--- config.mk ---
export PLATFORM = sky130hd
export DESIGN_NAME = l2_cache_tag
export DESIGN_NICKNAME = d
export VERILOG_FILES = /design/src/l2_cache_pkg.sv /design/src/l2_cache_tag.sv
export SDC_FILE = /design/constraint.sdc
export NUM_CORES = 2
export LEC_CHECK = 0
export BUFFER_PORTS_ARGS = -buffer_cell sky130_fd_sc_hd__buf_2
export CELL_PAD_IN_SITES_DETAIL_PLACEMENT = 0
export CELL_PAD_IN_SITES_GLOBAL_PLACEMENT = 1
export CORE_UTILIZATION = 45
export CTS_BUF_LIST = sky130_fd_sc_hd__clkbuf_8 sky130_fd_sc_hd__clkbuf_16
export CTS_CLUSTER_DIAMETER = 120
export DETAILED_ROUTE_END_ITERATION = 10
export PLACE_DENSITY = 0.81
export SYNTH_ARGS = -nofsm -noshare
export SYNTH_HDL_FRONTEND = slang
export SYNTH_SLANG_ARGS = --single-unit
export TNS_END_PERCENT = 100
--- constraint.sdc ---
create_clock -name clk -period 22 [get_ports clk]
set_input_delay 2.2 -clock clk [delete_from_list [all_inputs] [get_ports clk]]
set_output_delay 2.2 -clock clk [all_outputs]
set_load 0.01 [all_outputs]
--- src/l2_cache_pkg.sv ---
// L2 cache shared definitions
// Holds the cache geometry, the request and response operation codes and
// the packed structs that carry a request from one pipeline stage to the next

`default_nettype none

package l2_cache_pkg;
	// Requesters and their sub-indices
	localparam int NUM_CORES = 2;
	localparam int CORE_INDEX_WIDTH = 1;
	localparam int STRAND_INDEX_WIDTH = 2;
	localparam int NUM_STRANDS = 1 << STRAND_INDEX_WIDTH;
	localparam int L1_WAY_INDEX_WIDTH = 2;

	// L2 geometry; addresses are line addresses, so the low bits pick the set
	localparam int L2_WAYS = 4;
	localparam int L2_WAY_INDEX_WIDTH = $clog2(L2_WAYS);
	localparam int L2_SET_BITS = 4;
	localparam int L2_SETS = 1 << L2_SET_BITS;
	localparam int ADDRESS_BITS = 26;
	localparam int TAG_BITS = ADDRESS_BITS - L2_SET_BITS;
	localparam int LINE_BITS = 128;
	localparam int LINE_BYTES = LINE_BITS / 8;

	typedef enum logic [2:0] {
		l2req_load = 3'd0,
		l2req_store = 3'd1,
		l2req_flush = 3'd2,
		l2req_dinvalidate = 3'd3,
		l2req_iinvalidate = 3'd4,
		l2req_load_sync = 3'd5,
		l2req_store_sync = 3'd6
	} l2req_op_t;

	// A flush has no code of its own and is answered as a load
	typedef enum logic [1:0] {
		l2rsp_load_ack = 2'd0,
		l2rsp_store_ack = 2'd1,
		l2rsp_dinvalidate = 2'd2,
		l2rsp_iinvalidate = 2'd3
	} l2rsp_op_t;

	typedef struct packed {
		logic [CORE_INDEX_WIDTH-1:0] core;
		logic [1:0] unit;
		logic [STRAND_INDEX_WIDTH-1:0] strand;
		l2req_op_t op;
		logic [L1_WAY_INDEX_WIDTH-1:0] l1_way;
		logic [ADDRESS_BITS-1:0] address;
		logic [LINE_BYTES-1:0] store_mask;
		logic [LINE_BITS-1:0] data;
	} l2_request_t;

	// Output of the tag stage
	typedef struct packed {
		l2_request_t request;
		logic valid;
		logic cache_hit;
		logic is_fill;
		logic [L2_WAY_INDEX_WIDTH-1:0] l2_way;
		logic [LINE_BITS-1:0] fill_data;
		logic [NUM_CORES-1:0] l1_has_line;
		logic [NUM_CORES*L1_WAY_INDEX_WIDTH-1:0] dir_l1_way;
	} tag_result_t;

	// Output of the read/write stage, data is the line after the operation
	typedef struct packed {
		l2_request_t request;
		logic valid;
		logic cache_hit;
		logic is_fill;
		logic [NUM_CORES-1:0] l1_has_line;
		logic [NUM_CORES*L1_WAY_INDEX_WIDTH-1:0] dir_l1_way;
		logic [LINE_BITS-1:0] data;
		logic store_sync_success;
	} rw_result_t;

	typedef struct packed {
		logic status;
		logic [CORE_INDEX_WIDTH-1:0] core;
		logic [1:0] unit;
		logic [STRAND_INDEX_WIDTH-1:0] strand;
		l2rsp_op_t op;
		logic [NUM_CORES-1:0] update;
		logic [NUM_CORES*L1_WAY_INDEX_WIDTH-1:0] way;
		logic [ADDRESS_BITS-1:0] address;
		logic [LINE_BITS-1:0] data;
	} l2_response_t;
endpackage

`default_nettype wire

--- src/l2_cache_tag.sv ---
// L2 cache tag stage
// Looks the request up in the tag array, picks a round-robin victim for
// fills and keeps the L1 presence directory. Directory contents are read
// before they are updated, so the response reports the holders before this
// request changed them

`timescale 1ns/1ps
`default_nettype none

module l2_cache_tag(
	input logic clk,
	input logic reset,
	input logic l2req_valid,
	input l2_cache_pkg::l2_request_t l2req,
	input logic restart_valid,
	input l2_cache_pkg::l2_request_t restart_request,
	input logic [l2_cache_pkg::LINE_BITS-1:0] restart_data,
	output l2_cache_pkg::tag_result_t tag_result);

	import l2_cache_pkg::*;

	l2_request_t request;
	logic request_valid;
	logic [L2_SET_BITS-1:0] set_index;
	logic [TAG_BITS-1:0] request_tag;
	logic [TAG_BITS-1:0] tag_array [L2_SETS][L2_WAYS];
	logic [L2_WAYS-1:0] tag_valid [L2_SETS];
	logic [L2_WAY_INDEX_WIDTH-1:0] victim_way [L2_SETS];
	logic [NUM_CORES-1:0] dir_present [L2_SETS][L2_WAYS];
	logic [NUM_CORES*L1_WAY_INDEX_WIDTH-1:0] dir_way [L2_SETS][L2_WAYS];
	logic cache_hit;
	logic [L2_WAY_INDEX_WIDTH-1:0] hit_way;
	logic [L2_WAY_INDEX_WIDTH-1:0] access_way;
	logic install;
	logic update_dir;
	logic [NUM_CORES-1:0] present_now;
	logic [NUM_CORES-1:0] present_next;
	logic [NUM_CORES*L1_WAY_INDEX_WIDTH-1:0] way_now;
	logic [NUM_CORES*L1_WAY_INDEX_WIDTH-1:0] way_next;

	// A restarted miss always wins over a new request from the cores
	assign request = restart_valid ? restart_request : l2req;
	assign request_valid = restart_valid || l2req_valid;
	assign set_index = request.address[L2_SET_BITS-1:0];
	assign request_tag = request.address[ADDRESS_BITS-1 -: TAG_BITS];

	always_comb
	begin
		cache_hit = 1'b0;
		hit_way = '0;
		for (int way = 0; way < L2_WAYS; way++)
		begin
			if (tag_valid[set_index][way] && tag_array[set_index][way] == request_tag)
			begin
				cache_hit = 1'b1;
				hit_way = L2_WAY_INDEX_WIDTH'(way);
			end
		end
	end

	// A fill only takes a new way when the line is not already resident
	assign install = restart_valid && !cache_hit;
	assign access_way = install ? victim_way[set_index] : hit_way;
	assign update_dir = request_valid && (cache_hit || restart_valid);

	// A freshly installed line starts with no L1 holders
	assign present_now = install ? '0 : dir_present[set_index][access_way];
	assign way_now = dir_way[set_index][access_way];

	always_comb
	begin
		present_next = present_now;
		way_next = way_now;
		if (request.op == l2req_load || request.op == l2req_load_sync)
		begin
			present_next[request.core] = 1'b1;
			way_next[request.core * L1_WAY_INDEX_WIDTH +: L1_WAY_INDEX_WIDTH] = request.l1_way;
		end
		else if (request.op == l2req_dinvalidate)
			present_next = '0;
	end

	// Tag and L1 way storage
	always_ff @(posedge clk)
	begin
		if (install)
			tag_array[set_index][access_way] <= request_tag;
		if (update_dir)
			dir_way[set_index][access_way] <= way_next;
	end

	always_ff @(posedge clk, posedge reset)
	begin
		if (reset)
		begin
			for (int set = 0; set < L2_SETS; set++)
			begin
				tag_valid[set] <= '0;
				victim_way[set] <= '0;
				for (int way = 0; way < L2_WAYS; way++)
					dir_present[set][way] <= '0;
			end
			tag_result <= '0;
		end
		else
		begin
			if (install)
			begin
				tag_valid[set_index][access_way] <= 1'b1;
				victim_way[set_index] <= victim_way[set_index] + 1'b1;
			end
			if (update_dir)
				dir_present[set_index][access_way] <= present_next;

			tag_result.request <= request;
			tag_result.valid <= request_valid;
			tag_result.cache_hit <= cache_hit;
			tag_result.is_fill <= restart_valid;
			tag_result.l2_way <= access_way;
			tag_result.fill_data <= restart_data;
			tag_result.l1_has_line <= present_now;
			tag_result.dir_l1_way <= way_now;
		end
	end
endmodule

`default_nettype wire

==> impl_metrics.env <==
export IMPL_status="complete, no violations"
export IMPL_ys_warn_count=0
export IMPL_numCtsBuffers=209
export IMPL_rows=162
export IMPL_area_growth_syn_to_layout_pct=16.0
export IMPL_core_region_area_sq_um=195000
export IMPL_fin_worst_skew_ps=63.6
export IMPL_worst_pin_slew_ps=1370
export IMPL_die_w_um=445
export IMPL_powerDensity_nw_per_um2=93.2
export IMPL_syn_nets=6040
export IMPL_start_util=0.453
export IMPL_drc_errors=0
export IMPL_period_needed_ps=10550
export IMPL_setup_viol=0
export IMPL_grt_first_pass_wirelength_um=413000
export IMPL_path_max_fanout=77
export IMPL_ys_ff_latch=2207
export IMPL_gp_congestion=0.971
export IMPL_synth_area_leaders="edfxtp_1, dfrtp_1, a21o_1"
export IMPL_layout_setup_ws_ps=11450
export IMPL_arrival_ps=11020
export IMPL_ios=811
export IMPL_worstPathCellList="buf_8 -> or3b_4 -> buf_4 -> buf_4 -> buf_4 -> buf_4 -> a21oi_1 -> o41ai_1 -> nand4_1 -> xnor2_1 -> nand4b_1 -> nor3_1 -> nor3_2 -> nand2_2 -> or3_1 -> buf_4 -> nor2_2"
export IMPL_num_fill_cells=15812
export IMPL_clkLatencyLatePin_ps=870
export IMPL_die_height_um=445
export IMPL_clock_sinks=2207
export IMPL_gr_total_overflow=0
export IMPL_synth_mux_area_frac=0.0736
export IMPL_grt_antenna_before_repair=70
export IMPL_cpMostUsedCell="buf_4"
export IMPL_grt_max_degree=146
export IMPL_path_delay_family="simple AND/OR/NAND/NOR gates"
export IMPL_cp_slowest_stage_delay_ps=1070
export IMPL_critPathCaptureType="flop"
export IMPL_critical_path_startpoint_type="primary input"
export IMPL_synth_edf_count=1664
export IMPL_synth_cells=5548
export IMPL_cts_tree="built"
export IMPL_max_freq_mhz=94.8
export IMPL_drtAntennaViolNets=0
export IMPL_hp_class="flop to flop"
export IMPL_p_sw_frac=0.249
export IMPL_ir_drop_mv=0.0843
export IMPL_seqPwrFrac=0.502
export IMPL_critPathBufInv=6
export IMPL_slew_viol_final=0
export IMPL_avgViaCountPerCell=6.19
export IMPL_max_slew_margin=0.0767
export IMPL_ys_types=78
export IMPL_synth_top_area_share=0.566
export IMPL_cts_root_buf="clkbuf_16"
export IMPL_drt_iter0_markers=6987
export IMPL_hold_buffers=0
export IMPL_cap_viol_max_count=0
export IMPL_synth_most_common_cell="edfxtp_1"
export IMPL_power_share_clock=0.387
export IMPL_rsz0062_at_grt="false"
export IMPL_combPwrFrac=0.111
export IMPL_fin_nets=6807
export IMPL_postCtsSetupRepairBufs=0
export IMPL_synth_ff_type="edfxtp_1"
export IMPL_cts_resized=0
export IMPL_drt_first_pass_iters=8
export IMPL_required_ps=22470
export IMPL_p_int_w=0.00717
export IMPL_synth_compound_area_frac=0.137
export IMPL_synthArstFlopShare=0.246
export IMPL_dpl_worst_slack_ps=10840
export IMPL_clkTransAtPathRegs_ps=60
export IMPL_drt_wl_total_um=295000
export IMPL_p_leak_nw=36.5
export IMPL_htree_levels=4
export IMPL_synth_area_sq_um=88300
export IMPL_synthSimpleGateAreaFrac=0.0351
export IMPL_drive_gt1_frac=0.289
export IMPL_wire_per_inst_um=32.3
export IMPL_syn_avg_cell_area_sq_um=15.9
export IMPL_yosysTopAreaCell="edfxtp_1"
export IMPL_cp_slowest_cell="nor2_2"
export IMPL_dieArea_sq_um=198000
export IMPL_synth_xor_area_share=0.00823
export IMPL_dp_hpwl_um=189000
export IMPL_synthTopCellsByCount="edfxtp_1, a21o_1, dfrtp_1, a21oi_1, mux2_2"
export IMPL_synth_seq_area_share=0.720
export IMPL_fin_crit_sh=0.480
export IMPL_timing_worst_setup_path_type="primary input to flop"
export IMPL_grt_usage=0.292
export IMPL_synth_top_family_by_area="compound AO/OA/AOI/OAI gates"
export IMPL_finalSetupTns_ps=0
export IMPL_finalHoldViolCount=0
export IMPL_holdWs_ps=461
export IMPL_grt_pass1_vias=55140
export IMPL_clk_path_buf_depth=3
export IMPL_power_switching_w=0.00237
export IMPL_vias=56570
export IMPL_io_buffers=810
export IMPL_synthAdderAreaFrac=0
==> power by group through the flow <==
stage	registers [W]	clock network, W	logic [W]
finish	0.00479	0.00369	0.00106
global route	0.00480	0.00388	0.00110
CTS	0.00479	0.00372	0.00104
detailed placement	0.00487	0	0.00104
global placement	0.00487	0	0.00102
floorplan	0.00487	0	0.000571
==> registers in the layout, summed over array words and instances (netlist names) <==
signal       flops
tag_array     1408
tag_result     319
dir_way        256
dir_present    128
tag_valid       64
victim_way      32
==> cell usage in the layout, fill, tap and decap left out, drive strengths merged, types with 16 or more instances in the layout <==
| cell type | instances |
|---|---|
| diode | 16 |
| nand3 | 41 |
| nor3 | 38 |
| bufinv | 25 |
| mux2i | 45 |
| o41ai | 52 |
| o21bai | 35 |
| inv | 66 |
| a2111oi | 19 |
| clkinvlp | 17 |
| xnor2 | 83 |
| a22oi | 38 |
| or2 | 29 |
| nor4 | 63 |
| o2111ai | 21 |
| clkbuf | 228 |
| a21oi | 268 |
| nand2 | 111 |
| a41oi | 160 |
| edfxtp | 1664 |
| nor2 | 152 |
| o22ai | 125 |
| buf | 995 |
| or3 | 68 |
| dfrtp | 543 |
| nand4 | 39 |
| o21ai | 322 |
| mux2 | 237 |
| a21o | 695 |
| mux4 | 149 |
| clkinv | 90 |
==> cell type report <==
| class | count | area [sq um] | area share |
|---|---|---|---|
| sequential | 2207 | 63600 | 0.621 |
| clock buffer | 228 | 5550 | 0.0542 |
| inverter | 32 | 149 | 0.00145 |
| multi-input combinational | 2870 | 22800 | 0.222 |
| tap | 2624 | 3280 | 0.0321 |
| timing repair buffer | 995 | 5490 | 0.0536 |
| clock inverter | 166 | 1550 | 0.0152 |
| antenna | 16 | 40.0 | 0.000391 |
==> metal layers <==
metal | up-vias | routed length, um | track usage
li1 | 23401 | - | -
met1 | 28796 | 107000 | 0.377
met2 | 3702 | 138000 | 0.457
met3 | 667 | 32900 | 0.0774
met4 | 4 | 16700 | 0.148
met5 | - | 22 | 0
==> logic make-up (layout without fill, tap and decap cells) <==
group,Yosys count,in the layout
DFF,2207,2207
muxes,431,431
buffers and inverters,471,1421
and+or+nand+nor,590,590
xor gates and xnor gates,83,83
AOI/OAI and AO/OA,1766,1766
other,0,16
==> per-stage QoR <==
stage	area, sq um	instances	utilization	power (W)
detailed placement	95200	8728	0.488	0.00591
finish	102000	9138	0.525	0.00954
global placement	95200	8728	0.488	0.00588
CTS	102000	9122	0.525	0.00956
floorplan	88300	5548	-	0.00544
global route	102000	9132	0.525	0.00978
==> worst paths after layout <==
path	from	end	slack (ps)	cells past startpoint
max	restart_valid	tag_array[11][52]	11450	17
min	tag_valid[6]	tag_valid[6]	460	1
max reg2reg	tag_array[15][62]	tag_array[11][52]	16110	12
min reg2reg	tag_valid[6]	tag_valid[6]	460	1
max in group asynchronous	reset	tag_result[287]	17400	5
min in group asynchronous	reset	tag_result[5]	1460	2
(Power assumes the default switching activity.)
