**src/l2_cache_pkg.sv**
```systemverilog
// L2 cache shared definitions
// Holds the cache geometry, the request and response operation codes and
// the packed structs that carry a request from one pipeline stage to the next

`default_nettype none

package l2_cache_pkg;
	// Requesters and their sub-indices
	localparam int NUM_CORES = 2;
	localparam int CORE_INDEX_WIDTH = 1;
	localparam int STRAND_INDEX_WIDTH = 2;
	localparam int NUM_STRANDS = 1 << STRAND_INDEX_WIDTH;
	localparam int L1_WAY_INDEX_WIDTH = 2;

	// L2 geometry; addresses are line addresses, so the low bits pick the set
	localparam int L2_WAYS = 4;
	localparam int L2_WAY_INDEX_WIDTH = $clog2(L2_WAYS);
	localparam int L2_SET_BITS = 4;
	localparam int L2_SETS = 1 << L2_SET_BITS;
	localparam int ADDRESS_BITS = 26;
	localparam int TAG_BITS = ADDRESS_BITS - L2_SET_BITS;
	localparam int LINE_BITS = 128;
	localparam int LINE_BYTES = LINE_BITS / 8;

	typedef enum logic [2:0] {
		l2req_load = 3'd0,
		l2req_store = 3'd1,
		l2req_flush = 3'd2,
		l2req_dinvalidate = 3'd3,
		l2req_iinvalidate = 3'd4,
		l2req_load_sync = 3'd5,
		l2req_store_sync = 3'd6
	} l2req_op_t;

	// A flush has no code of its own and is answered as a load
	typedef enum logic [1:0] {
		l2rsp_load_ack = 2'd0,
		l2rsp_store_ack = 2'd1,
		l2rsp_dinvalidate = 2'd2,
		l2rsp_iinvalidate = 2'd3
	} l2rsp_op_t;

	typedef struct packed {
		logic [CORE_INDEX_WIDTH-1:0] core;
		logic [1:0] unit;
		logic [STRAND_INDEX_WIDTH-1:0] strand;
		l2req_op_t op;
		logic [L1_WAY_INDEX_WIDTH-1:0] l1_way;
		logic [ADDRESS_BITS-1:0] address;
		logic [LINE_BYTES-1:0] store_mask;
		logic [LINE_BITS-1:0] data;
	} l2_request_t;

	// Output of the tag stage
	typedef struct packed {
		l2_request_t request;
		logic valid;
		logic cache_hit;
		logic is_fill;
		logic [L2_WAY_INDEX_WIDTH-1:0] l2_way;
		logic [LINE_BITS-1:0] fill_data;
		logic [NUM_CORES-1:0] l1_has_line;
		logic [NUM_CORES*L1_WAY_INDEX_WIDTH-1:0] dir_l1_way;
	} tag_result_t;

	// Output of the read/write stage, data is the line after the operation
	typedef struct packed {
		l2_request_t request;
		logic valid;
		logic cache_hit;
		logic is_fill;
		logic [NUM_CORES-1:0] l1_has_line;
		logic [NUM_CORES*L1_WAY_INDEX_WIDTH-1:0] dir_l1_way;
		logic [LINE_BITS-1:0] data;
		logic store_sync_success;
	} rw_result_t;

	typedef struct packed {
		logic status;
		logic [CORE_INDEX_WIDTH-1:0] core;
		logic [1:0] unit;
		logic [STRAND_INDEX_WIDTH-1:0] strand;
		l2rsp_op_t op;
		logic [NUM_CORES-1:0] update;
		logic [NUM_CORES*L1_WAY_INDEX_WIDTH-1:0] way;
		logic [ADDRESS_BITS-1:0] address;
		logic [LINE_BITS-1:0] data;
	} l2_response_t;
endpackage

`default_nettype wire

```
**src/l2_cache_response.sv**
```systemverilog
// L2 cache response stage
// Builds the response packet for hits, fills, flushes and invalidations.
// Misses are dropped here, the fill unit replays them once memory answers.
// The update bits tell each L1 whether its copy must change

`timescale 1ns/1ps
`default_nettype none

module l2_cache_response(
	input logic clk,
	input logic reset,
	input l2_cache_pkg::rw_result_t rw_result,
	output logic l2rsp_valid,
	output l2_cache_pkg::l2_response_t l2rsp);

	import l2_cache_pkg::*;

	l2_request_t request;
	l2rsp_op_t response_op;
	logic respond;
	logic is_store;
	logic [NUM_CORES-1:0] update_next;
	logic [NUM_CORES*L1_WAY_INDEX_WIDTH-1:0] way_next;

	assign request = rw_result.request;
	assign is_store = request.op == l2req_store || request.op == l2req_store_sync;

	// Maintenance operations always answer, even when the line is absent
	assign respond = rw_result.valid && (rw_result.cache_hit || rw_result.is_fill
		|| request.op == l2req_flush
		|| request.op == l2req_dinvalidate
		|| request.op == l2req_iinvalidate);

	always_comb
	begin
		case (request.op)
			l2req_store, l2req_store_sync: response_op = l2rsp_store_ack;
			l2req_dinvalidate: response_op = l2rsp_dinvalidate;
			l2req_iinvalidate: response_op = l2rsp_iinvalidate;
			default: response_op = l2rsp_load_ack;
		endcase
	end

	// A failed store_sync changed nothing, so no L1 needs an update
	always_comb
	begin
		if (request.op == l2req_store_sync)
			update_next = rw_result.l1_has_line & {NUM_CORES{rw_result.store_sync_success}};
		else if (is_store || request.op == l2req_dinvalidate)
			update_next = rw_result.l1_has_line;
		else
			update_next = '0;
	end

	// Holders get their recorded L1 way, everyone else the requester's way
	always_comb
	begin
		for (int core = 0; core < NUM_CORES; core++)
		begin
			way_next[core * L1_WAY_INDEX_WIDTH +: L1_WAY_INDEX_WIDTH] = rw_result.l1_has_line[core]
				? rw_result.dir_l1_way[core * L1_WAY_INDEX_WIDTH +: L1_WAY_INDEX_WIDTH]
				: request.l1_way;
		end
	end

	always_ff @(posedge clk, posedge reset)
	begin
		if (reset)
		begin
			l2rsp_valid <= 1'b0;
			l2rsp <= '0;
		end
		else
		begin
			l2rsp_valid <= respond;
			if (respond)
			begin
				l2rsp.status <= request.op == l2req_store_sync
					? rw_result.store_sync_success : 1'b1;
				l2rsp.core <= request.core;
				l2rsp.unit <= request.unit;
				l2rsp.strand <= request.strand;
				l2rsp.op <= response_op;
				l2rsp.update <= update_next;
				l2rsp.way <= way_next;
				l2rsp.address <= request.address;
				l2rsp.data <= rw_result.data;
			end
		end
	end
endmodule

`default_nettype wire

```
**config.mk**
```make
export PLATFORM = sky130hd
export DESIGN_NAME = l2_cache_response
export DESIGN_NICKNAME = d
export VERILOG_FILES = /design/src/l2_cache_pkg.sv /design/src/l2_cache_response.sv
export SDC_FILE = /design/constraint.sdc
export NUM_CORES = 1
export LEC_CHECK = 0
export BUFFER_PORTS_ARGS = -buffer_cell sky130_fd_sc_hd__buf_4
export CELL_PAD_IN_SITES_DETAIL_PLACEMENT = 0
export CELL_PAD_IN_SITES_GLOBAL_PLACEMENT = 1
export CORE_AREA = 2 2 190 192
export CTS_BUF_LIST = sky130_fd_sc_hd__clkbuf_8
export CTS_CLUSTER_DIAMETER = 150
export DETAILED_ROUTE_END_ITERATION = 7
export DIE_AREA = 0 0 192 194
export PLACE_DENSITY = 0.59
export SETUP_SLACK_MARGIN = 0.05
export SLEW_MARGIN = 0
export SYNTH_ARGS = -nofsm -noshare
export SYNTH_HDL_FRONTEND = slang
export SYNTH_SLANG_ARGS = --single-unit
```
**constraint.sdc**
```tcl
create_clock -name clk -period 5 [get_ports clk]
set_clock_uncertainty 0.2 [all_clocks]
set_input_delay 0.25 -clock clk [delete_from_list [all_inputs] [get_ports clk]]
set_output_delay 0.25 -clock clk [all_outputs]
set_load 0.03 [all_outputs]
```
==> results.cfg, run 1 <==
[job]
drv_cap = 0

[placed_design]
gp_congestion = 0.687
port-buffer-count = 344
pre_cts_ws_ps = 2230
dpl.hpwl_mm = 14.8

[yosys]
yosys.area.top_type_share = 0.660
synth_area_leaders = dfrtp_1, mux2_1, mux2_2
syn_inst = 376
yosysWarnings = 0
yosysTopAreaCell = dfrtp_1
avgSynthCellArea_um2 = 17.0
netlist_area_um2 = 6410
syn_nets = 696
synth_cell_types = 15
yosysSeqAreaShare = 0.660
synth_seq_cells = 169

[floorplan]
dieArea_um2 = 37200
io_pins = 489
start_util = 0.182
core_area_um2 = 35200
die_h_um = 194
fp.dieW_um = 192
num_rows = 69

[critical_path]
critPathKind = input port to register
cp_max_fo = 6
required_ps = 5160
cp-endpoint = l2rsp[160]
rr_worst_depth = 2
r2r_end = l2rsp[167]
r2r-start = l2rsp[167]
worstSetupStartpoint = rw_result[311]
crit_path_end_kind = register
reg2reg_slack_ps = 3460
start_kind = input port
cp_data_arrival_time_ps = 2980

[global_route]
grt_usage = 0.111
overflow = 0
grt_max_degree = 110
grt_pass1_vias = 5506
grt_pass1_wl_mm = 31.3
antenna_found_initial = 6

[layout]
drive_gt1_frac = 0.488
area_delta_synth_final_pct = 82.6
nNetsFinal = 1225
layout_common_cells = buf_4, dlygate4sd3_1, dfrtp_1, mux2_1, mux2_2
final_common_cell = buf_4
post-route-util = 0.332

[timing]
layout_setup_ws_ps = 2180
finalSetupViolCount = 0
tightest_slew_ps = 1050
period_needed_ps = 2820
hold_violations = 0
fin_crit_sh = 0.564
max_freq_ghz = 0.354
final_max_slew_viol_count = 0
rsz0062_at_grt = no
finalSetupTns_ps = 0
relSlewSlack = 0.298

[min_path]
hp-class = input port to register

[route]
routedWlPerCell_um = 15.0
route.met2.wl_mm = 9.80
wl_met3_mm = 1.69
top_layer_used = met5
drt-initial-drc-count = 71
totalWireLength_mm = 20.7
routed-via-count = 5087
met1_length_mm = 8.99
drtAntennaViolNets = 0
via_per_inst = 3.68
first_pass_iters = 4
route.detailed.drc = 0

[pwr]
powerDensity_nw_per_um2 = 325
p_leak_nw = 5.36
vdd_drop_max_uv = 165

[clocking]
clkSlewWorstSetupHoldPaths_ps = 90
cts.sinks = 169
clock_latency_ps = 470
root_buffer = clkbuf_8
cts_buffers = 17
cts_max_path_buffers = 2
htree_levels = 4
postCtsResizedCells = 0
cts_tree = built

[outcome]
status = complete, no violations
-- synthesized netlist by cell type --
library cell,n
buf_4,13
buf_2,5
or4b_2,1
dfrtp_1,169
nor3b_2,1
nor2b_1,2
mux2_2,63
mux2_1,106
or3b_2,1
o41ai_4,1
a21oi_1,1
inv_1,6
mux2i_1,3
o21ai_0,3
and4b_1,1
-- cells by family after synthesis --
kind of cell / share of synthesized area
AOI/OAI and AO/OA: 0.00742
muxes: 0.302
DFF: 0.660
buffers and inverters: 0.0226
and+or+nand+nor: 0.00839
-- sequential cells by signal, summed over array words and instances, names as in the netlist --
signal and flops:
l2rsp 168, l2rsp_valid 1
-- area by class of cell --
class                           instances  area [um^2]
Antenna cell                            3         7.51
Clock buffer                           19          262
Clock inverter                         13          141
Fill cell                            3512        23500
Inverter                                6         26.3
Multi-Input combinational cell        183         2030
Sequential cell                       169         4230
Tap cell                              461          577
Timing Repair Buffer                  528         4420
-- layer usage --
layer,vias to the layer above,GRT usage
li1,2384,-
met1,2480,0.139
met2,205,0.177
met3,14,0.0451
met4,4,0.0303
met5,-,0
-- worst min-delay path by stage --
stage | startpoint | endpoint | slack (ps) | depth (start not counted)
global placement | rw_result[104] | l2rsp[103] | 260 | 2
floorplan | rw_result[55] | l2rsp[54] | 180 | 1
CTS | rw_result[312] | l2rsp[159] | 20 | 4
detailed placement | rw_result[114] | l2rsp[113] | 270 | 2
finish | rw_result[312] | l2rsp[159] | 40 | 4
global route | rw_result[312] | l2rsp[159] | 40 | 4
-- report_power, final --
group | total (W) | internal (W) | switching [W] | leakage (nW)
registers | 0.00163 | 0.00154 | 0.0000924 | 1.98
clock network | 0.00102 | 0.000474 | 0.000550 | 0.204
logic | 0.00115 | 0.000534 | 0.000617 | 3.18
total | 0.00381 | 0.00255 | 0.00126 | 5.36
-- per-stage QoR --
stage | power (W) | hold slack [ps] | cells | area, um^2
after floorplan | 0.00223 | 182 | 376 | 6410
after global placement | 0.00270 | 263 | 1168 | 9500
after detailed placement | 0.00271 | 266 | 1168 | 9500
after CTS | 0.00390 | 15.2 | 1379 | 11700
after global routing | 0.00402 | 39.3 | 1381 | 11700
final | 0.00381 | 40.0 | 1382 | 11700
-- worst max-delay path, cell delays in order --
cell and delay (ps):
dlygate4sd3_1 560, buf_4 170, nor2b_1 150, o41ai_4 350, dlygate4sd3_1 630, mux2_2 330
dlygate4sd3_1 550
-- repair_timing --
| action | 4_1_cts | 5_1_grt |
|---|---|---|
| setup buffers | 0 | 0 |
| hold buffers | 179 | 0 |
| hold endpoints to repair | 337 | 0 |
| setup endpoints to repair | 0 | 0 |
Power figures use the tool's default switching activity.
==> run 2, diff against run 1 <==
Settings changed: CORE_AREA 2 2 190 192 to 2 2 191 193, DIE_AREA 0 0 192 194 to 0 0 193 195, PLACE_DENSITY 0.59 to 0.57.
Clock period 5 ns to 2.9 ns, I/O delays scaled along.
==> results.cfg, run 2 (synthesis gave the netlist of run 1 again) <==
[outcome]
status = complete, no violations

[floorplan]
dieArea_um2 = 37600
start_util = 0.181
die_h_um = 195
fp.dieW_um = 193
io_pins = 489
num_rows = 69
core_area_um2 = 35400

[critical_path]
rr_worst_depth = 1
r2r-start = l2rsp[117]
critPathKind = input port to register
cp_max_fo = 46
crit_path_end_kind = register
r2r_end = l2rsp[117]
start_kind = input port
required_ps = 3060
reg2reg_slack_ps = 1870
cp_data_arrival_time_ps = 2710

[layout]
drive_gt1_frac = 0.490
largest-register = l2rsp
nNetsFinal = 1228
finalNonFillerCells = 1385
layout_common_cells = buf_4, dlygate4sd3_1, dfrtp_1, mux2_1, mux2_2
largest_reg_flops = 168
area_delta_synth_final_pct = 83.6
num-fill-cells = 3552
reg.largest.list = l2rsp (168), l2rsp_valid (1)
final_common_cell = buf_4
stdcell_area_um2 = 11800

[route]
route.detailed.drc = 0
totalWireLength_mm = 21.0
drt-initial-drc-count = 91
drtAntennaViolNets = 0
routedWlPerCell_um = 15.2
via_per_inst = 3.71
routed-via-count = 5141
first_pass_iters = 4

[clocking]
cts_max_path_buffers = 2
cts.sinks = 169
cts_hold_buf = 180
clkSlewWorstSetupHoldPaths_ps = 100
htree_levels = 4
postCtsResizedCells = 0
clock_latency_ps = 490
post_cts.repair.setup_buffers = 0
root_buffer = clkbuf_8
cts_buffers = 17
cts_tree = built

[global_route]
grt-busiest-layer = met2
use_met3 = 0.0413
gr-usage-met2 = 0.185
grt_pass1_vias = 5709
grt_max_degree = 63
antenna_found_initial = 3
grtUsageMet1 = 0.136
grt_usage = 0.113
grt_pass1_wl_mm = 32.0
overflow = 0

[min_path]
min_to = l2rsp[161]
worst_hold_path.num_cells = 4
holdCritStartpoint = rw_result[135]
hp-class = input port to register

[pwr]
vdd_drop_max_uv = 299
powerDensity_nw_per_um2 = 557
p_leak_nw = 5.38

[placed_design]
pre_cts_ws_ps = 774
dp.cells = 1170
port-buffer-count = 344
gp_congestion = 0.691
dpl_cell_area_um2 = 9560
dpl.hpwl_mm = 15.0

[timing]
max_freq_ghz = 0.392
finalSetupTns_ps = 0
layout_setup_ws_ps = 349
fin_hold_ws_ps = 53.8
relSlewSlack = 0.642
tightest_slew_ps = 535
period_needed_ps = 2550
hold_violations = 0
fin_crit_sh = 0.880
rsz0062_at_grt = no
finalSetupViolCount = 0
final_max_slew_viol_count = 0

[job]
drv_cap = 0
run 2: cell types whose count changed in the layout (fill, tap and decap cells not counted), moves of 2 or more:
cell,change
buf_4,-2
inv_8,+5
clkinv_2,-2
buf_12,+4
clkinvlp_4,+2
clkbuf_8,-2
run 2: where the power goes:
group	total, W	internal (W)	switching (W)
Combinational	0.00200	0.000930	0.00107
Clock	0.00174	0.000716	0.00102
Sequential	0.00282	0.00266	0.000160
run 2: critical path, stage by stage:
cell	delay (ps)
dlygate4sd3_1	560
buf_4	160
nor2b_1	150
o41ai_4	380
dlygate4sd3_1	670
buf_12	260
mux2_1	360
run 2: how the worst max path moves through the flow:
stage | slack (ps) | start | cells after the start | to
final | 350 | rw_result[311] | 7 | l2rsp[80]
after global routing | 310 | rw_result[311] | 7 | l2rsp[147]
after CTS | 400 | rw_result[311] | 7 | l2rsp[134]
after detailed placement | 770 | rw_result[312] | 5 | l2rsp[109]
after global placement | 770 | rw_result[312] | 5 | l2rsp[92]
after floorplan | 400 | reset | 1 | l2rsp[0]
run 2: per-layer routing:
| layer | part of all wire | wire length (um) |
|---|---|---|
| met1 | 0.43 | 8960 |
| met2 | 0.48 | 10100 |
| met3 | 0.076 | 1600 |
| met4 | 0.015 | 317 |
| met5 | 0 | 0 |
run 2: stage by stage:
| step | power [W] | util |
|---|---|---|
| global placement | 0.00467 | 0.270 |
| floorplan | 0.00384 | - |
| CTS | 0.00671 | 0.332 |
| detailed placement | 0.00469 | 0.270 |
| finish | 0.00655 | 0.332 |
| global route | 0.00694 | 0.332 |
run 2: cell type report:
cell class	count	area, um^2	area share
repair buffers	531	4500	0.382
inverters	6	26.3	0.00223
well taps	461	577	0.0490
clock inverters	15	160	0.0136
multi-input cells	183	2030	0.173
clock buffers	17	234	0.0199
flip-flops and latches	169	4230	0.359
diodes	3	7.51	0.000638
