### config.mk
export PLATFORM = sky130hd
export DESIGN_NAME = l2_cache_fill
export DESIGN_NICKNAME = d
export VERILOG_FILES = /design/src/l2_cache_pkg.sv /design/src/l2_cache_fill.sv
export SDC_FILE = /design/constraint.sdc
export NUM_CORES = 1
export LEC_CHECK = 0
export BUFFER_PORTS_ARGS = -buffer_cell sky130_fd_sc_hd__buf_4
export CELL_PAD_IN_SITES_DETAIL_PLACEMENT = 1
export CELL_PAD_IN_SITES_GLOBAL_PLACEMENT = 2
export CORE_AREA = 2 2 305 307
export CTS_CLUSTER_DIAMETER = 120
export DETAILED_ROUTE_END_ITERATION = 6
export DIE_AREA = 0 0 307 309
export MAX_ROUTING_LAYER = met4
export PLACE_DENSITY = 0.47
export SETUP_SLACK_MARGIN = 0.05
export SLEW_MARGIN = 20
export SYNTH_ARGS = -nofsm -noshare
export SYNTH_HDL_FRONTEND = slang
export SYNTH_SLANG_ARGS = --single-unit
### constraint.sdc
create_clock -name clk -period 7 [get_ports clk]
set_input_delay 1.4 -clock clk [delete_from_list [all_inputs] [get_ports clk]]
set_output_delay 1.4 -clock clk [all_outputs]
set_load 0.02 [all_outputs]
### src/l2_cache_pkg.sv
// L2 cache shared definitions
// Holds the cache geometry, the request and response operation codes and
// the packed structs that carry a request from one pipeline stage to the next

`default_nettype none

package l2_cache_pkg;
	// Requesters and their sub-indices
	localparam int NUM_CORES = 2;
	localparam int CORE_INDEX_WIDTH = 1;
	localparam int STRAND_INDEX_WIDTH = 2;
	localparam int NUM_STRANDS = 1 << STRAND_INDEX_WIDTH;
	localparam int L1_WAY_INDEX_WIDTH = 2;

	// L2 geometry; addresses are line addresses, so the low bits pick the set
	localparam int L2_WAYS = 4;
	localparam int L2_WAY_INDEX_WIDTH = $clog2(L2_WAYS);
	localparam int L2_SET_BITS = 4;
	localparam int L2_SETS = 1 << L2_SET_BITS;
	localparam int ADDRESS_BITS = 26;
	localparam int TAG_BITS = ADDRESS_BITS - L2_SET_BITS;
	localparam int LINE_BITS = 128;
	localparam int LINE_BYTES = LINE_BITS / 8;

	typedef enum logic [2:0] {
		l2req_load = 3'd0,
		l2req_store = 3'd1,
		l2req_flush = 3'd2,
		l2req_dinvalidate = 3'd3,
		l2req_iinvalidate = 3'd4,
		l2req_load_sync = 3'd5,
		l2req_store_sync = 3'd6
	} l2req_op_t;

	// A flush has no code of its own and is answered as a load
	typedef enum logic [1:0] {
		l2rsp_load_ack = 2'd0,
		l2rsp_store_ack = 2'd1,
		l2rsp_dinvalidate = 2'd2,
		l2rsp_iinvalidate = 2'd3
	} l2rsp_op_t;

	typedef struct packed {
		logic [CORE_INDEX_WIDTH-1:0] core;
		logic [1:0] unit;
		logic [STRAND_INDEX_WIDTH-1:0] strand;
		l2req_op_t op;
		logic [L1_WAY_INDEX_WIDTH-1:0] l1_way;
		logic [ADDRESS_BITS-1:0] address;
		logic [LINE_BYTES-1:0] store_mask;
		logic [LINE_BITS-1:0] data;
	} l2_request_t;

	// Output of the tag stage
	typedef struct packed {
		l2_request_t request;
		logic valid;
		logic cache_hit;
		logic is_fill;
		logic [L2_WAY_INDEX_WIDTH-1:0] l2_way;
		logic [LINE_BITS-1:0] fill_data;
		logic [NUM_CORES-1:0] l1_has_line;
		logic [NUM_CORES*L1_WAY_INDEX_WIDTH-1:0] dir_l1_way;
	} tag_result_t;

	// Output of the read/write stage, data is the line after the operation
	typedef struct packed {
		l2_request_t request;
		logic valid;
		logic cache_hit;
		logic is_fill;
		logic [NUM_CORES-1:0] l1_has_line;
		logic [NUM_CORES*L1_WAY_INDEX_WIDTH-1:0] dir_l1_way;
		logic [LINE_BITS-1:0] data;
		logic store_sync_success;
	} rw_result_t;

	typedef struct packed {
		logic status;
		logic [CORE_INDEX_WIDTH-1:0] core;
		logic [1:0] unit;
		logic [STRAND_INDEX_WIDTH-1:0] strand;
		l2rsp_op_t op;
		logic [NUM_CORES-1:0] update;
		logic [NUM_CORES*L1_WAY_INDEX_WIDTH-1:0] way;
		logic [ADDRESS_BITS-1:0] address;
		logic [LINE_BITS-1:0] data;
	} l2_response_t;
endpackage

`default_nettype wire

### src/l2_cache_fill.sv
// L2 cache fill unit
// Catches a load or store that missed, reads its line from memory and
// replays the request into the tag stage as a fill. Only one miss is
// handled at a time

`timescale 1ns/1ps
`default_nettype none

module l2_cache_fill(
	input logic clk,
	input logic reset,
	input l2_cache_pkg::rw_result_t rw_result,
	output logic mem_read_valid,
	output logic [l2_cache_pkg::ADDRESS_BITS-1:0] mem_read_address,
	input logic mem_response_valid,
	input logic [l2_cache_pkg::LINE_BITS-1:0] mem_response_data,
	output logic restart_valid,
	output l2_cache_pkg::l2_request_t restart_request,
	output logic [l2_cache_pkg::LINE_BITS-1:0] restart_data,
	output logic fill_pending);

	import l2_cache_pkg::*;

	typedef enum logic [1:0] {
		fill_idle,
		fill_wait_memory,
		fill_restart
	} fill_state_t;

	fill_state_t state;
	l2_request_t miss_request;
	logic is_miss;

	// Maintenance operations answer without the line, so they never fetch
	assign is_miss = rw_result.valid && !rw_result.cache_hit && !rw_result.is_fill
		&& (rw_result.request.op == l2req_load || rw_result.request.op == l2req_store
		|| rw_result.request.op == l2req_load_sync
		|| rw_result.request.op == l2req_store_sync);

	// The replay enters the tag stage on the same edge memory answers
	assign restart_valid = state == fill_wait_memory && mem_response_valid;
	assign restart_request = miss_request;
	assign restart_data = mem_response_data;
	assign mem_read_address = miss_request.address;

	// Stays pending one more cycle while the replay sits in the tag stage
	assign fill_pending = state != fill_idle;

	always_ff @(posedge clk)
	begin
		if (state == fill_idle && is_miss)
			miss_request <= rw_result.request;
	end

	always_ff @(posedge clk, posedge reset)
	begin
		if (reset)
		begin
			state <= fill_idle;
			mem_read_valid <= 1'b0;
		end
		else
		begin
			mem_read_valid <= state == fill_idle && is_miss;
			case (state)
				fill_idle:
					if (is_miss)
						state <= fill_wait_memory;
				fill_wait_memory:
					if (mem_response_valid)
						state <= fill_restart;
				default:
					state <= fill_idle;
			endcase
		end
	end
endmodule

`default_nettype wire

==> reports/metrics.yaml, run 1 <==
synth:
  synthTopCellsByCount: "edfxtp_1 (180), buf_4 (154), dfrtp_1 (3), and3b_2 (2)"
  synth_fa_ha_area_share_pct: 0
  synth-compound-area-share_pct: 0.130
  syn_area_sq_um: 6720
  syn_area_per_cell_sq_um: 19.4
  synth_seq_cells: 183
  yosysMostFrequentCell: "edfxtp_1"
  synth-xor-area-share_pct: 0.130
  synthMuxAreaShare_pct: 0
  synth_top_area_cell: "edfxtp_1"
  ys_seq_area_share_pct: 81.5
  synth_nets: 796
  yosys.area_share.simple_pct: 0.968
  synth_top_area_share_pct: 80.4
  synth_edf_count: 180
  ys.flop_type: "edfxtp_1"
  ys_warn_count: 0
  synth.area.top_cells: "edfxtp_1 (80%), buf_4 (17%), dfrtp_1 (1.1%)"
  synthArstFlopShare_pct: 1.64
  synth_top_family_by_area: "buffers and inverters"
  syn_inst: 347
  yosys.cell_types.count: 12
placed_design:
  dp.cells: 1775
  place_congestion: 0.686
  dpl.hpwl_um: 17000
  place_ws_ps: 3700
  io_buffers: 394
clock_tree:
  clock_path_buffers: 2
  cts.htree.levels: 4
  post_cts_buffers: 0
  cts_hold_buf: 0
  cts_root_buf: "clkbuf_16"
  cts.sinks: 183
  cts_buffers: 17
  cts_resized: 0
outcome:
  outcome.stop_stage: "detailed routing"
  firstError: "[ERROR DRT-0255] Maze Route cannot find path of net mem_response_data[42] in worker of routeBox ( 289800 96600 ) ( 307000 144900 )."
  status: "stopped before the end"
floorplanning:
  pin_count: 786
  fp-row-count: 111
  start_util_pct: 7.36
  die_w_um: 307
  die-height_um: 309
global_routing:
  grt_pass1_wl_um: 29700
  grt_pass1_vias: 4352
  gr-usage-all-layers_pct: 4.84
  grt_start_max_net_pins: 129
  grt.overflow.total: 0
  antenna_found_initial: 4
stage by stage:
step                      hold WS (ps)  area, sq um  utilization (%)
after floorplan                    536         6720                -
after global placement             552        10000             11.0
after detailed placement           575        10000             11.0
after CTS                          572        10600             11.6
after global routing               609        10600             11.6
routing by layer:
layer	track usage, %
met5	-
met4	3.85
met3	3.67
met2	7.17
met1	4.07
cell families after synthesis:
kind of cell / count (synthesis)
xor gates and xnor gates: 1
DFF: 183
AOI/OAI and AO/OA: 1
buffers and inverters: 155
and+or+nand+nor: 7
==> run 2, diff against run 1 <==
CELL_PAD_IN_SITES_DETAIL_PLACEMENT = not set   (was 1)
CELL_PAD_IN_SITES_GLOBAL_PLACEMENT = not set   (was 2)
CORE_AREA = 2 2 308 310   (was 2 2 305 307)
CTS_CLUSTER_DIAMETER = not set   (was 120)
DIE_AREA = 0 0 310 312   (was 0 0 307 309)
MAX_ROUTING_LAYER = not set   (was met4)
PLACE_DENSITY = not set   (was 0.47)
PLACE_DENSITY_LB_ADDON = 0.15   (was not set)
SETUP_SLACK_MARGIN = not set   (was 0.05)
==> run 2 against run 1 <==
The flow now finishes without violations. Synthesized cell count unchanged. Global-route usage is 0.16 points higher. Synthesized area unchanged.
==> reports/metrics.yaml, run 2 <==
outcome:
  status: "complete, no violations"
synth:
  synth_top_area_cell: "edfxtp_1"
  ys.flop_type: "edfxtp_1"
  syn_area_sq_um: 6720
  yosysMostFrequentCell: "edfxtp_1"
  synth_edf_count: 180
  synth_nets: 796
  syn_area_per_cell_sq_um: 19.4
  synth_top_area_share_pct: 80.4
  synth_seq_cells: 183
  synthTopCellsByCount: "edfxtp_1 (180), buf_4 (154), dfrtp_1 (3), and3b_2 (2)"
  ys_warn_count: 0
  yosys.cell_types.count: 12
  syn_inst: 347
  synthArstFlopShare_pct: 1.64
  ys_seq_area_share_pct: 81.5
  synth.area.top_cells: "edfxtp_1 (80%), buf_4 (17%), dfrtp_1 (1.1%)"
pwr:
  power_density_nw_per_um2: 229
  p_leak_nw: 3.90
  finalPower_mw: 2.45
  ir_worst_vdd_mv: 0.187
global_routing:
  grt_pass1_vias: 4221
  antenna_found_initial: 7
  gr-usage-all-layers_pct: 5.00
  grt_pass1_wl_um: 32400
  grt.overflow.total: 0
  grt_start_max_net_pins: 89
drt:
  detail-route-antenna-nets: 0
  drt-total-wl_um: 24200
  vias: 3763
  wire_per_inst_um: 12.9
  route.detailed.drc: 0
  dr.first_iter.drc_count: 100
  via_per_inst: 2.01
  first_pass_iters: 4
clock_tree:
  cts.sinks: 183
  cts.htree.levels: 4
  cts_hold_buf: 0
  post_cts_buffers: 0
  path_clk_slew_ps: 70
  cts_root_buf: "clkbuf_16"
  clock_path_buffers: 2
  clk_latency_ps: 500
  cts_resized: 0
  cts_tree: "built"
  cts_buffers: 17
cells_and_area:
  final_common_cell: "buf_4"
  nNetsFinal: 1057
  mostFrequentLayoutCells: "buf_4 (395), edfxtp_1 (180), clkbuf_16 (17)"
  largest_reg_flops: 154
  drive_gt1_share_pct: 69.5
  syn2layout_area_growth_pct: 59.3
floorplanning:
  coreArea_sq_um: 93000
  pin_count: 786
  fp-row-count: 112
  die_w_um: 310
  start_util_pct: 7.22
  die-area_sq_um: 96700
  die-height_um: 312
sta:
  worstMarginPinSlew_ps: 950
  fin_crit_sh_pct: 47.4
  hold_viol: 0
  finClkSkew_ps: 16.6
  fmax_ghz: 0.302
  rsz0062_at_grt: "false"
  worst_slack_ps: 3680
  finalSetupViolCount: 0
  slew_violations: 0
  finalCriticalPeriod_ps: 3320
  setup_tns_ps: 0
  slew_headroom_pct: 36.7
worst_setup_path:
  path_cells: "buf_4 > and3b_2 > buf_4"
  critPathMaxFanout: 3
  start_kind: "primary input"
  path_delay_family: "buffers and inverters"
  critPathMaxStageDelay_ps: 230
  r2r-start: "state[1]"
  cp.buffers_inverters: 2
  reg2reg_slack_ps: 4440
  path_class: "primary input to output pin"
  required_ps: 5600
  cp_data_arrival_time_ps: 1920
  cpMostUsedCell: "buf_4"
  crit_start: "mem_response_valid"
  crit_slowest_cell: "and3b_2"
  endpoint_kind: "output pin"
worst_hold_path:
  hp-class: "flip-flop to flip-flop"
  hp-start: "state[0]"
placed_design:
  place_congestion: 0.646
  io_buffers: 394
  place_ws_ps: 3230
  dpl.hpwl_um: 18300
flow_run:
  maxCapViolCount: 0
run 2: cell counts after synthesis:
No cell type changed its count.
run 2: stage by stage:
step / instance area, sq um / std cells / util (%) / hold slack, ps
floorplan: 6720 / 347 / - / 536
finish: 10700 / 1875 / 11.5 / 590
CTS: 10700 / 1874 / 11.5 / 593
global placement: 10100 / 1843 / 10.9 / 557
detailed placement: 10100 / 1843 / 10.9 / 568
global route: 10700 / 1874 / 11.5 / 616
run 2: kinds of logic after synthesis:
logic type,Yosys count,share of synthesized area [%]
AOI/OAI and AO/OA,1,0.130
DFF,183,81.5
buffers and inverters,155,17.3
and+or+nand+nor,7,0.968
xor gates and xnor gates,1,0.130
run 2: worst paths after layout:
kind	endpoint	cells past startpoint
setup / recovery	restart_valid	3
hold / removal	state[1]	1
setup reg to reg	mem_read_address[25]	4
hold reg to reg	state[1]	1
max in group asynchronous	state[0]	2
min in group asynchronous	mem_read_valid	2
run 2: routing by layer:
metal	up-vias	wire length (um)	track usage [%]
met5	-	53	0
met4	8	1470	4.05
met3	96	4150	4.03
met2	291	11200	7.47
met1	1751	7330	4.35
li1	1617	-	-
run 2: where the power goes:
group,total [mW],internal (mW),switching [mW]
Combinational,0.174,0.0973,0.0764
Sequential,1.24,1.23,0.00834
Clock,1.04,0.505,0.532
Total,2.45,1.83,0.617
run 2: layout make-up:
cell class | instances | area (sq um)
inverters | 1 | 3.75
repair buffers | 396 | 2990
fillers | 10603 | 82300
flip-flops and latches | 183 | 5480
diodes | 1 | 2.50
clock inverters | 14 | 156
multi-input cells | 9 | 87.6
well taps | 1254 | 1570
clock buffers | 17 | 425
Power figures use the tool's default switching activity.
==> run 3, diff against run 2 <==
clock period = 2.7 ns   (was 7 ns; I/O delays follow)
==> run 3 against run 2 <==
Via count shrank 0.77%. Critical path type is now flip-flop to flip-flop. Combinational power grew to 2.7 times the previous value. Die area is the same. Sequential power grew to 2.6 times the previous value. Register-to-register slack lost 3700 ps. Flip-flop and latch count is the same.
==> reports/metrics.yaml, run 3 (synthesized netlist as in run 2, its figures left out) <==
sta:
  finClkSkew_ps: 26.8
  whs_ps: 210
  hold_viol: 0
  worstMarginPinSlew_ps: 386
  finalSetupViolCount: 0
  finalCriticalPeriod_ps: 1920
  slew_headroom_pct: 74.1
  fmax_ghz: 0.520
  rsz0062_at_grt: "false"
  setup_tns_ps: 0
  fin_crit_sh_pct: 71.3
  slew_violations: 0
floorplanning:
  die-area_sq_um: 96700
  start_util_pct: 7.22
  fp-row-count: 112
  coreArea_sq_um: 93000
  die_w_um: 310
  pin_count: 786
  die-height_um: 312
placed_design:
  dpl.hpwl_um: 19800
  dp.cells: 1852
  place_congestion: 0.662
  dpl_cell_area_sq_um: 10200
  io_buffers: 394
worst_setup_path:
  cp.buffers_inverters: 1
  path_cells: "or2_4 > nor3_4 > and3_4 > buf_12"
  crit_slowest_cell: "and3_4"
  endpoint_kind: "flip-flop"
  path_delay_family: "simple AND/OR/NAND/NOR gates"
  start_kind: "flip-flop"
  critPathMaxStageDelay_ps: 440
  path_class: "flip-flop to flip-flop"
  critPathMaxFanout: 32
  cp_data_arrival_time_ps: 2090
  required_ps: 2870
cells_and_area:
  post-route-util_pct: 11.6
  final_common_cell: "buf_4"
  drive_gt1_share_pct: 69.7
  nNetsFinal: 1067
  mostFrequentLayoutCells: "buf_4 (401), edfxtp_1 (180), clkbuf_16 (17)"
  largest_reg_flops: 154
  diodes: 0
  stdcell_area_sq_um: 10800
  fin_cells: 1885
  syn2layout_area_growth_pct: 60.8
clock_tree:
  cts_resized: 0
  clk_latency_ps: 500
  cts_tree: "built"
  cts.sinks: 183
  cts_buffers: 17
  clock_path_buffers: 2
  cts.htree.levels: 4
  cts_root_buf: "clkbuf_16"
  path_clk_slew_ps: 80
drt:
  via_per_inst: 1.98
  drt-total-wl_um: 25200
  first_pass_iters: 3
  wl_met1_um: 7610
  detail-route-antenna-nets: 0
  top_layer_used: "met5"
  route.detailed.drc: 0
  dr.first_iter.drc_count: 165
  wire_per_inst_um: 13.4
  vias: 3734
  met2_wirelength_um: 11900
  met3_length_um: 4070
global_routing:
  grt_pass1_wl_um: 33400
  gr-usage-all-layers_pct: 5.24
  antenna_found_initial: 3
  grt_start_max_net_pins: 41
  grt_pass1_vias: 4289
  grt.overflow.total: 0
flow_run:
  maxCapViolCount: 0
worst_hold_path:
  hp-class: "primary input to flip-flop"
pwr:
  p_leak_nw: 3.96
  ir_worst_vdd_mv: 0.494
  power_density_nw_per_um2: 586
outcome:
  status: "complete, no violations"
run 3: area by class of cell:
cell class	instances	area (sq um)
tap	1254	1570
sequential	183	5480
timing repair buffer	406	3100
clock buffer	18	429
multi-input combinational	9	87.6
fill	10600	82200
inverter	1	3.75
clock inverter	14	141
run 3: routing by layer:
layer | global-route usage, % | vias up
met2 | 8.05 | 303
met1 | 4.37 | 1698
met5 | 0 | -
li1 | - | 1633
met3 | 4.08 | 98
met4 | 4.50 | 2
run 3: metrics by stage:
step	setup WS, ps	power, mW
finish	776	6.33
global route	670	6.69
CTS	729	6.61
global placement	336	3.76
detailed placement	341	3.76
floorplan	62.9	3.69
run 3: final timing paths:
kind,start,end,slack (ps),cells after the start
worst max-delay path,state[1],restart_request[126],780,4
worst max register to register,state[1],restart_request[126],780,4
min in group asynchronous,reset,state[1],500,3
worst min register to register,state[0],state[1],590,1
worst min-delay path,rw_result[305],mem_read_address[23],210,1
max in group asynchronous,reset,state[0],2050,3
run 3: power breakdown:
group	total, mW	internal (mW)	leakage (nW)	switching [mW]
logic	0.465	0.262	2.01	0.202
registers	3.21	3.19	1.67	0.0217
clock network	2.65	1.30	0.281	1.36
total	6.33	4.75	3.96	1.58
run 3: repair_timing:
item,CTS,global route
setup buffers,0,0
hold buffers,1,0
hold endpoints to repair,3,0
==> run 4, diff against run 3 <==
clock period = 1.6 ns   (was 2.7 ns; I/O delays follow)
==> run 4 against run 3 <==
The flow now finishes with violations (setup timing). Clock skew decreased by 15 ps. Clock power up 75%. Sequential power grew 69%. Clock-buffer cell count decreased by 1. Global-route usage is 0.095 points higher. Critical path depth rose by 1. Routed wire length is 3.1% higher. Combinational power increased to 2.6 times the previous value. Register-to-register slack got worse by 910 ps. Hold slack worse by 100 ps. Critical endpoint is now restart_request[58].
==> reports/metrics.yaml, run 4 (synthesized netlist as in run 2, its figures left out) <==
drt:
  via_per_inst: 2.18
  dr.first_iter.drc_count: 117
  first_pass_iters: 2
  detail-route-antenna-nets: 0
  drt-total-wl_um: 26000
  route.detailed.drc: 0
  wire_per_inst_um: 12.4
  vias: 4557
worst_setup_path:
  path_cells: "or2_4 > nor3_4 > and3_4 > buf_12 > buf_16"
  critPathMaxStageDelay_ps: 380
  required_ps: 1790
  critPathMaxFanout: 20
  rr_worst_depth: 5
  path_class: "flip-flop to flip-flop"
  path_delay_family: "simple AND/OR/NAND/NOR gates"
  endpoint_kind: "flip-flop"
  r2r_end: "restart_request[58]"
  cp_data_arrival_time_ps: 1930
  crit_slowest_cell: "dfrtp_1"
  start_kind: "flip-flop"
  reg2reg_slack_ps: -140
  r2r-start: "state[0]"
  cp.buffers_inverters: 2
placed_design:
  place_ws_ps: -207
  io_buffers: 394
  place_congestion: 0.635
  dp.cells: 1868
  dpl.hpwl_um: 19800
outcome:
  failed_checks: "setup timing"
  status: "finished with violations"
worst_hold_path:
  hp-start: "rw_result[312]"
  holdPathStages: 2
  whs_endpoint: "restart_request[174]"
  hp-class: "primary input to flip-flop"
cells_and_area:
  fillCellCount: 10504
  post-route-util_pct: 14.0
  mostFrequentLayoutCells: "buf_4 (410), dlygate4sd3_1 (181), edfxtp_1 (180)"
  syn2layout_area_growth_pct: 93.2
  fin_cells: 2091
  largest_reg_flops: 154
  nNetsFinal: 1272
  final_common_cell: "buf_4"
  drive_gt1_share_pct: 55.9
global_routing:
  gr-usage-all-layers_pct: 5.34
  antenna_found_initial: 4
  grt.overflow.total: 0
  grt_pass1_wl_um: 35300
  grt_pass1_vias: 5196
  grt_start_max_net_pins: 24
pwr:
  clkPwrFrac_pct: 41.1
  ir_worst_vdd_mv: 0.787
  switching_share_pct: 25.4
  p_int_mw: 8.42
  finalPower_mw: 11.3
  p_leak_nw: 4.91
  p_seq_share_pct: 48.1
  power_switching_mw: 2.87
  power_density_nw_per_um2: 869
  combPwrFrac_pct: 10.8
clock_tree:
  cts_tree: "built"
  cts.sinks: 183
  cts_root_buf: "clkbuf_16"
  clk_latency_ps: 490
  clock_path_buffers: 2
  cts.htree.levels: 4
  path_clk_slew_ps: 90
  cts_buffers: 17
sta:
  finalCriticalPeriod_ps: 1740
  finalSetupViolCount: 181
  fmax_ghz: 0.576
  hold_viol: 0
  fin_crit_sh_pct: 108
  slew_headroom_pct: 75.9
  worstMarginPinSlew_ps: 361
  worst_slack_ps: -136
  finClkSkew_ps: 12.0
  rsz0062_at_grt: "true"
  setup_tns_ps: -16550
  slew_violations: 0
floorplanning:
  die-height_um: 312
  fp-row-count: 112
  start_util_pct: 7.22
  die_w_um: 310
  coreArea_sq_um: 93000
  pin_count: 786
  die-area_sq_um: 96700
flow_run:
  maxCapViolCount: 0
==> run 4: changes by cell type in the layout (fill, tap and decap cells not counted), moves of 3 or more <==
cell,before,now
inv_8,3,7
dlygate4sd3_1,1,181
buf_6,0,9
buf_16,0,3
buf_4,401,410
clkbuf_16,17,20
==> run 4: through the flow <==
| step | cell area (sq um) | hold WS (ps) |
|---|---|---|
| after floorplan | 6730 | 73.6 |
| after global placement | 10400 | 233 |
| after detailed placement | 10400 | 232 |
| after CTS | 12900 | 38.6 |
| after global routing | 13000 | 52.7 |
| final | 13000 | 109 |
==> run 4: how the worst max path moves through the flow <==
stage / startpoint / to / slack [ps] / cells after the start
after floorplan: state[0] / mem_read_address[0] / -990 / 3
after global placement: rw_result[312] / restart_request[58] / -220 / 6
after detailed placement: rw_result[312] / restart_request[58] / -210 / 6
after CTS: state[0] / restart_request[58] / -170 / 5
after global routing: state[0] / restart_request[58] / -270 / 5
final: state[0] / restart_request[58] / -140 / 5
==> run 4: cell type report <==
type / instances / area, sq um / share of cell area [%]
multi-input combinational: 9 / 87.6 / 0.674
clock buffer: 17 / 425 / 3.27
inverter: 1 / 3.75 / 0.0289
sequential: 183 / 5480 / 42.2
antenna: 1 / 2.50 / 0.0193
timing repair buffer: 611 / 5240 / 40.4
tap: 1254 / 1570 / 12.1
clock inverter: 15 / 178 / 1.37
==> run 4: repair_timing <==
action / 4_1_cts / 5_1_grt
hold endpoints to repair: 183 / 0
pin swaps: 1 / 1
resized for setup: 8 / 6
endpoints found under the setup margin: 175 / 185
gates cloned: 0 / 3
buffers inserted: 3 / 3
hold buffers: 181 / 0
==> run 4: per-layer routing <==
layer	GRT usage [%]	routed length, um
met2	8.49	12700
met5	0	41
met4	3.97	1440
met1	4.70	8280
met3	3.74	3550
==> run 4: power by group through the flow <==
stage	clock network, mW	logic (mW)	registers [mW]
after floorplan	0	0.568	5.66
final	4.64	1.22	5.43
after detailed placement	0	0.841	5.54
after global placement	0	0.841	5.54
after global routing	5.14	1.32	5.44
after CTS	5.02	1.23	5.43
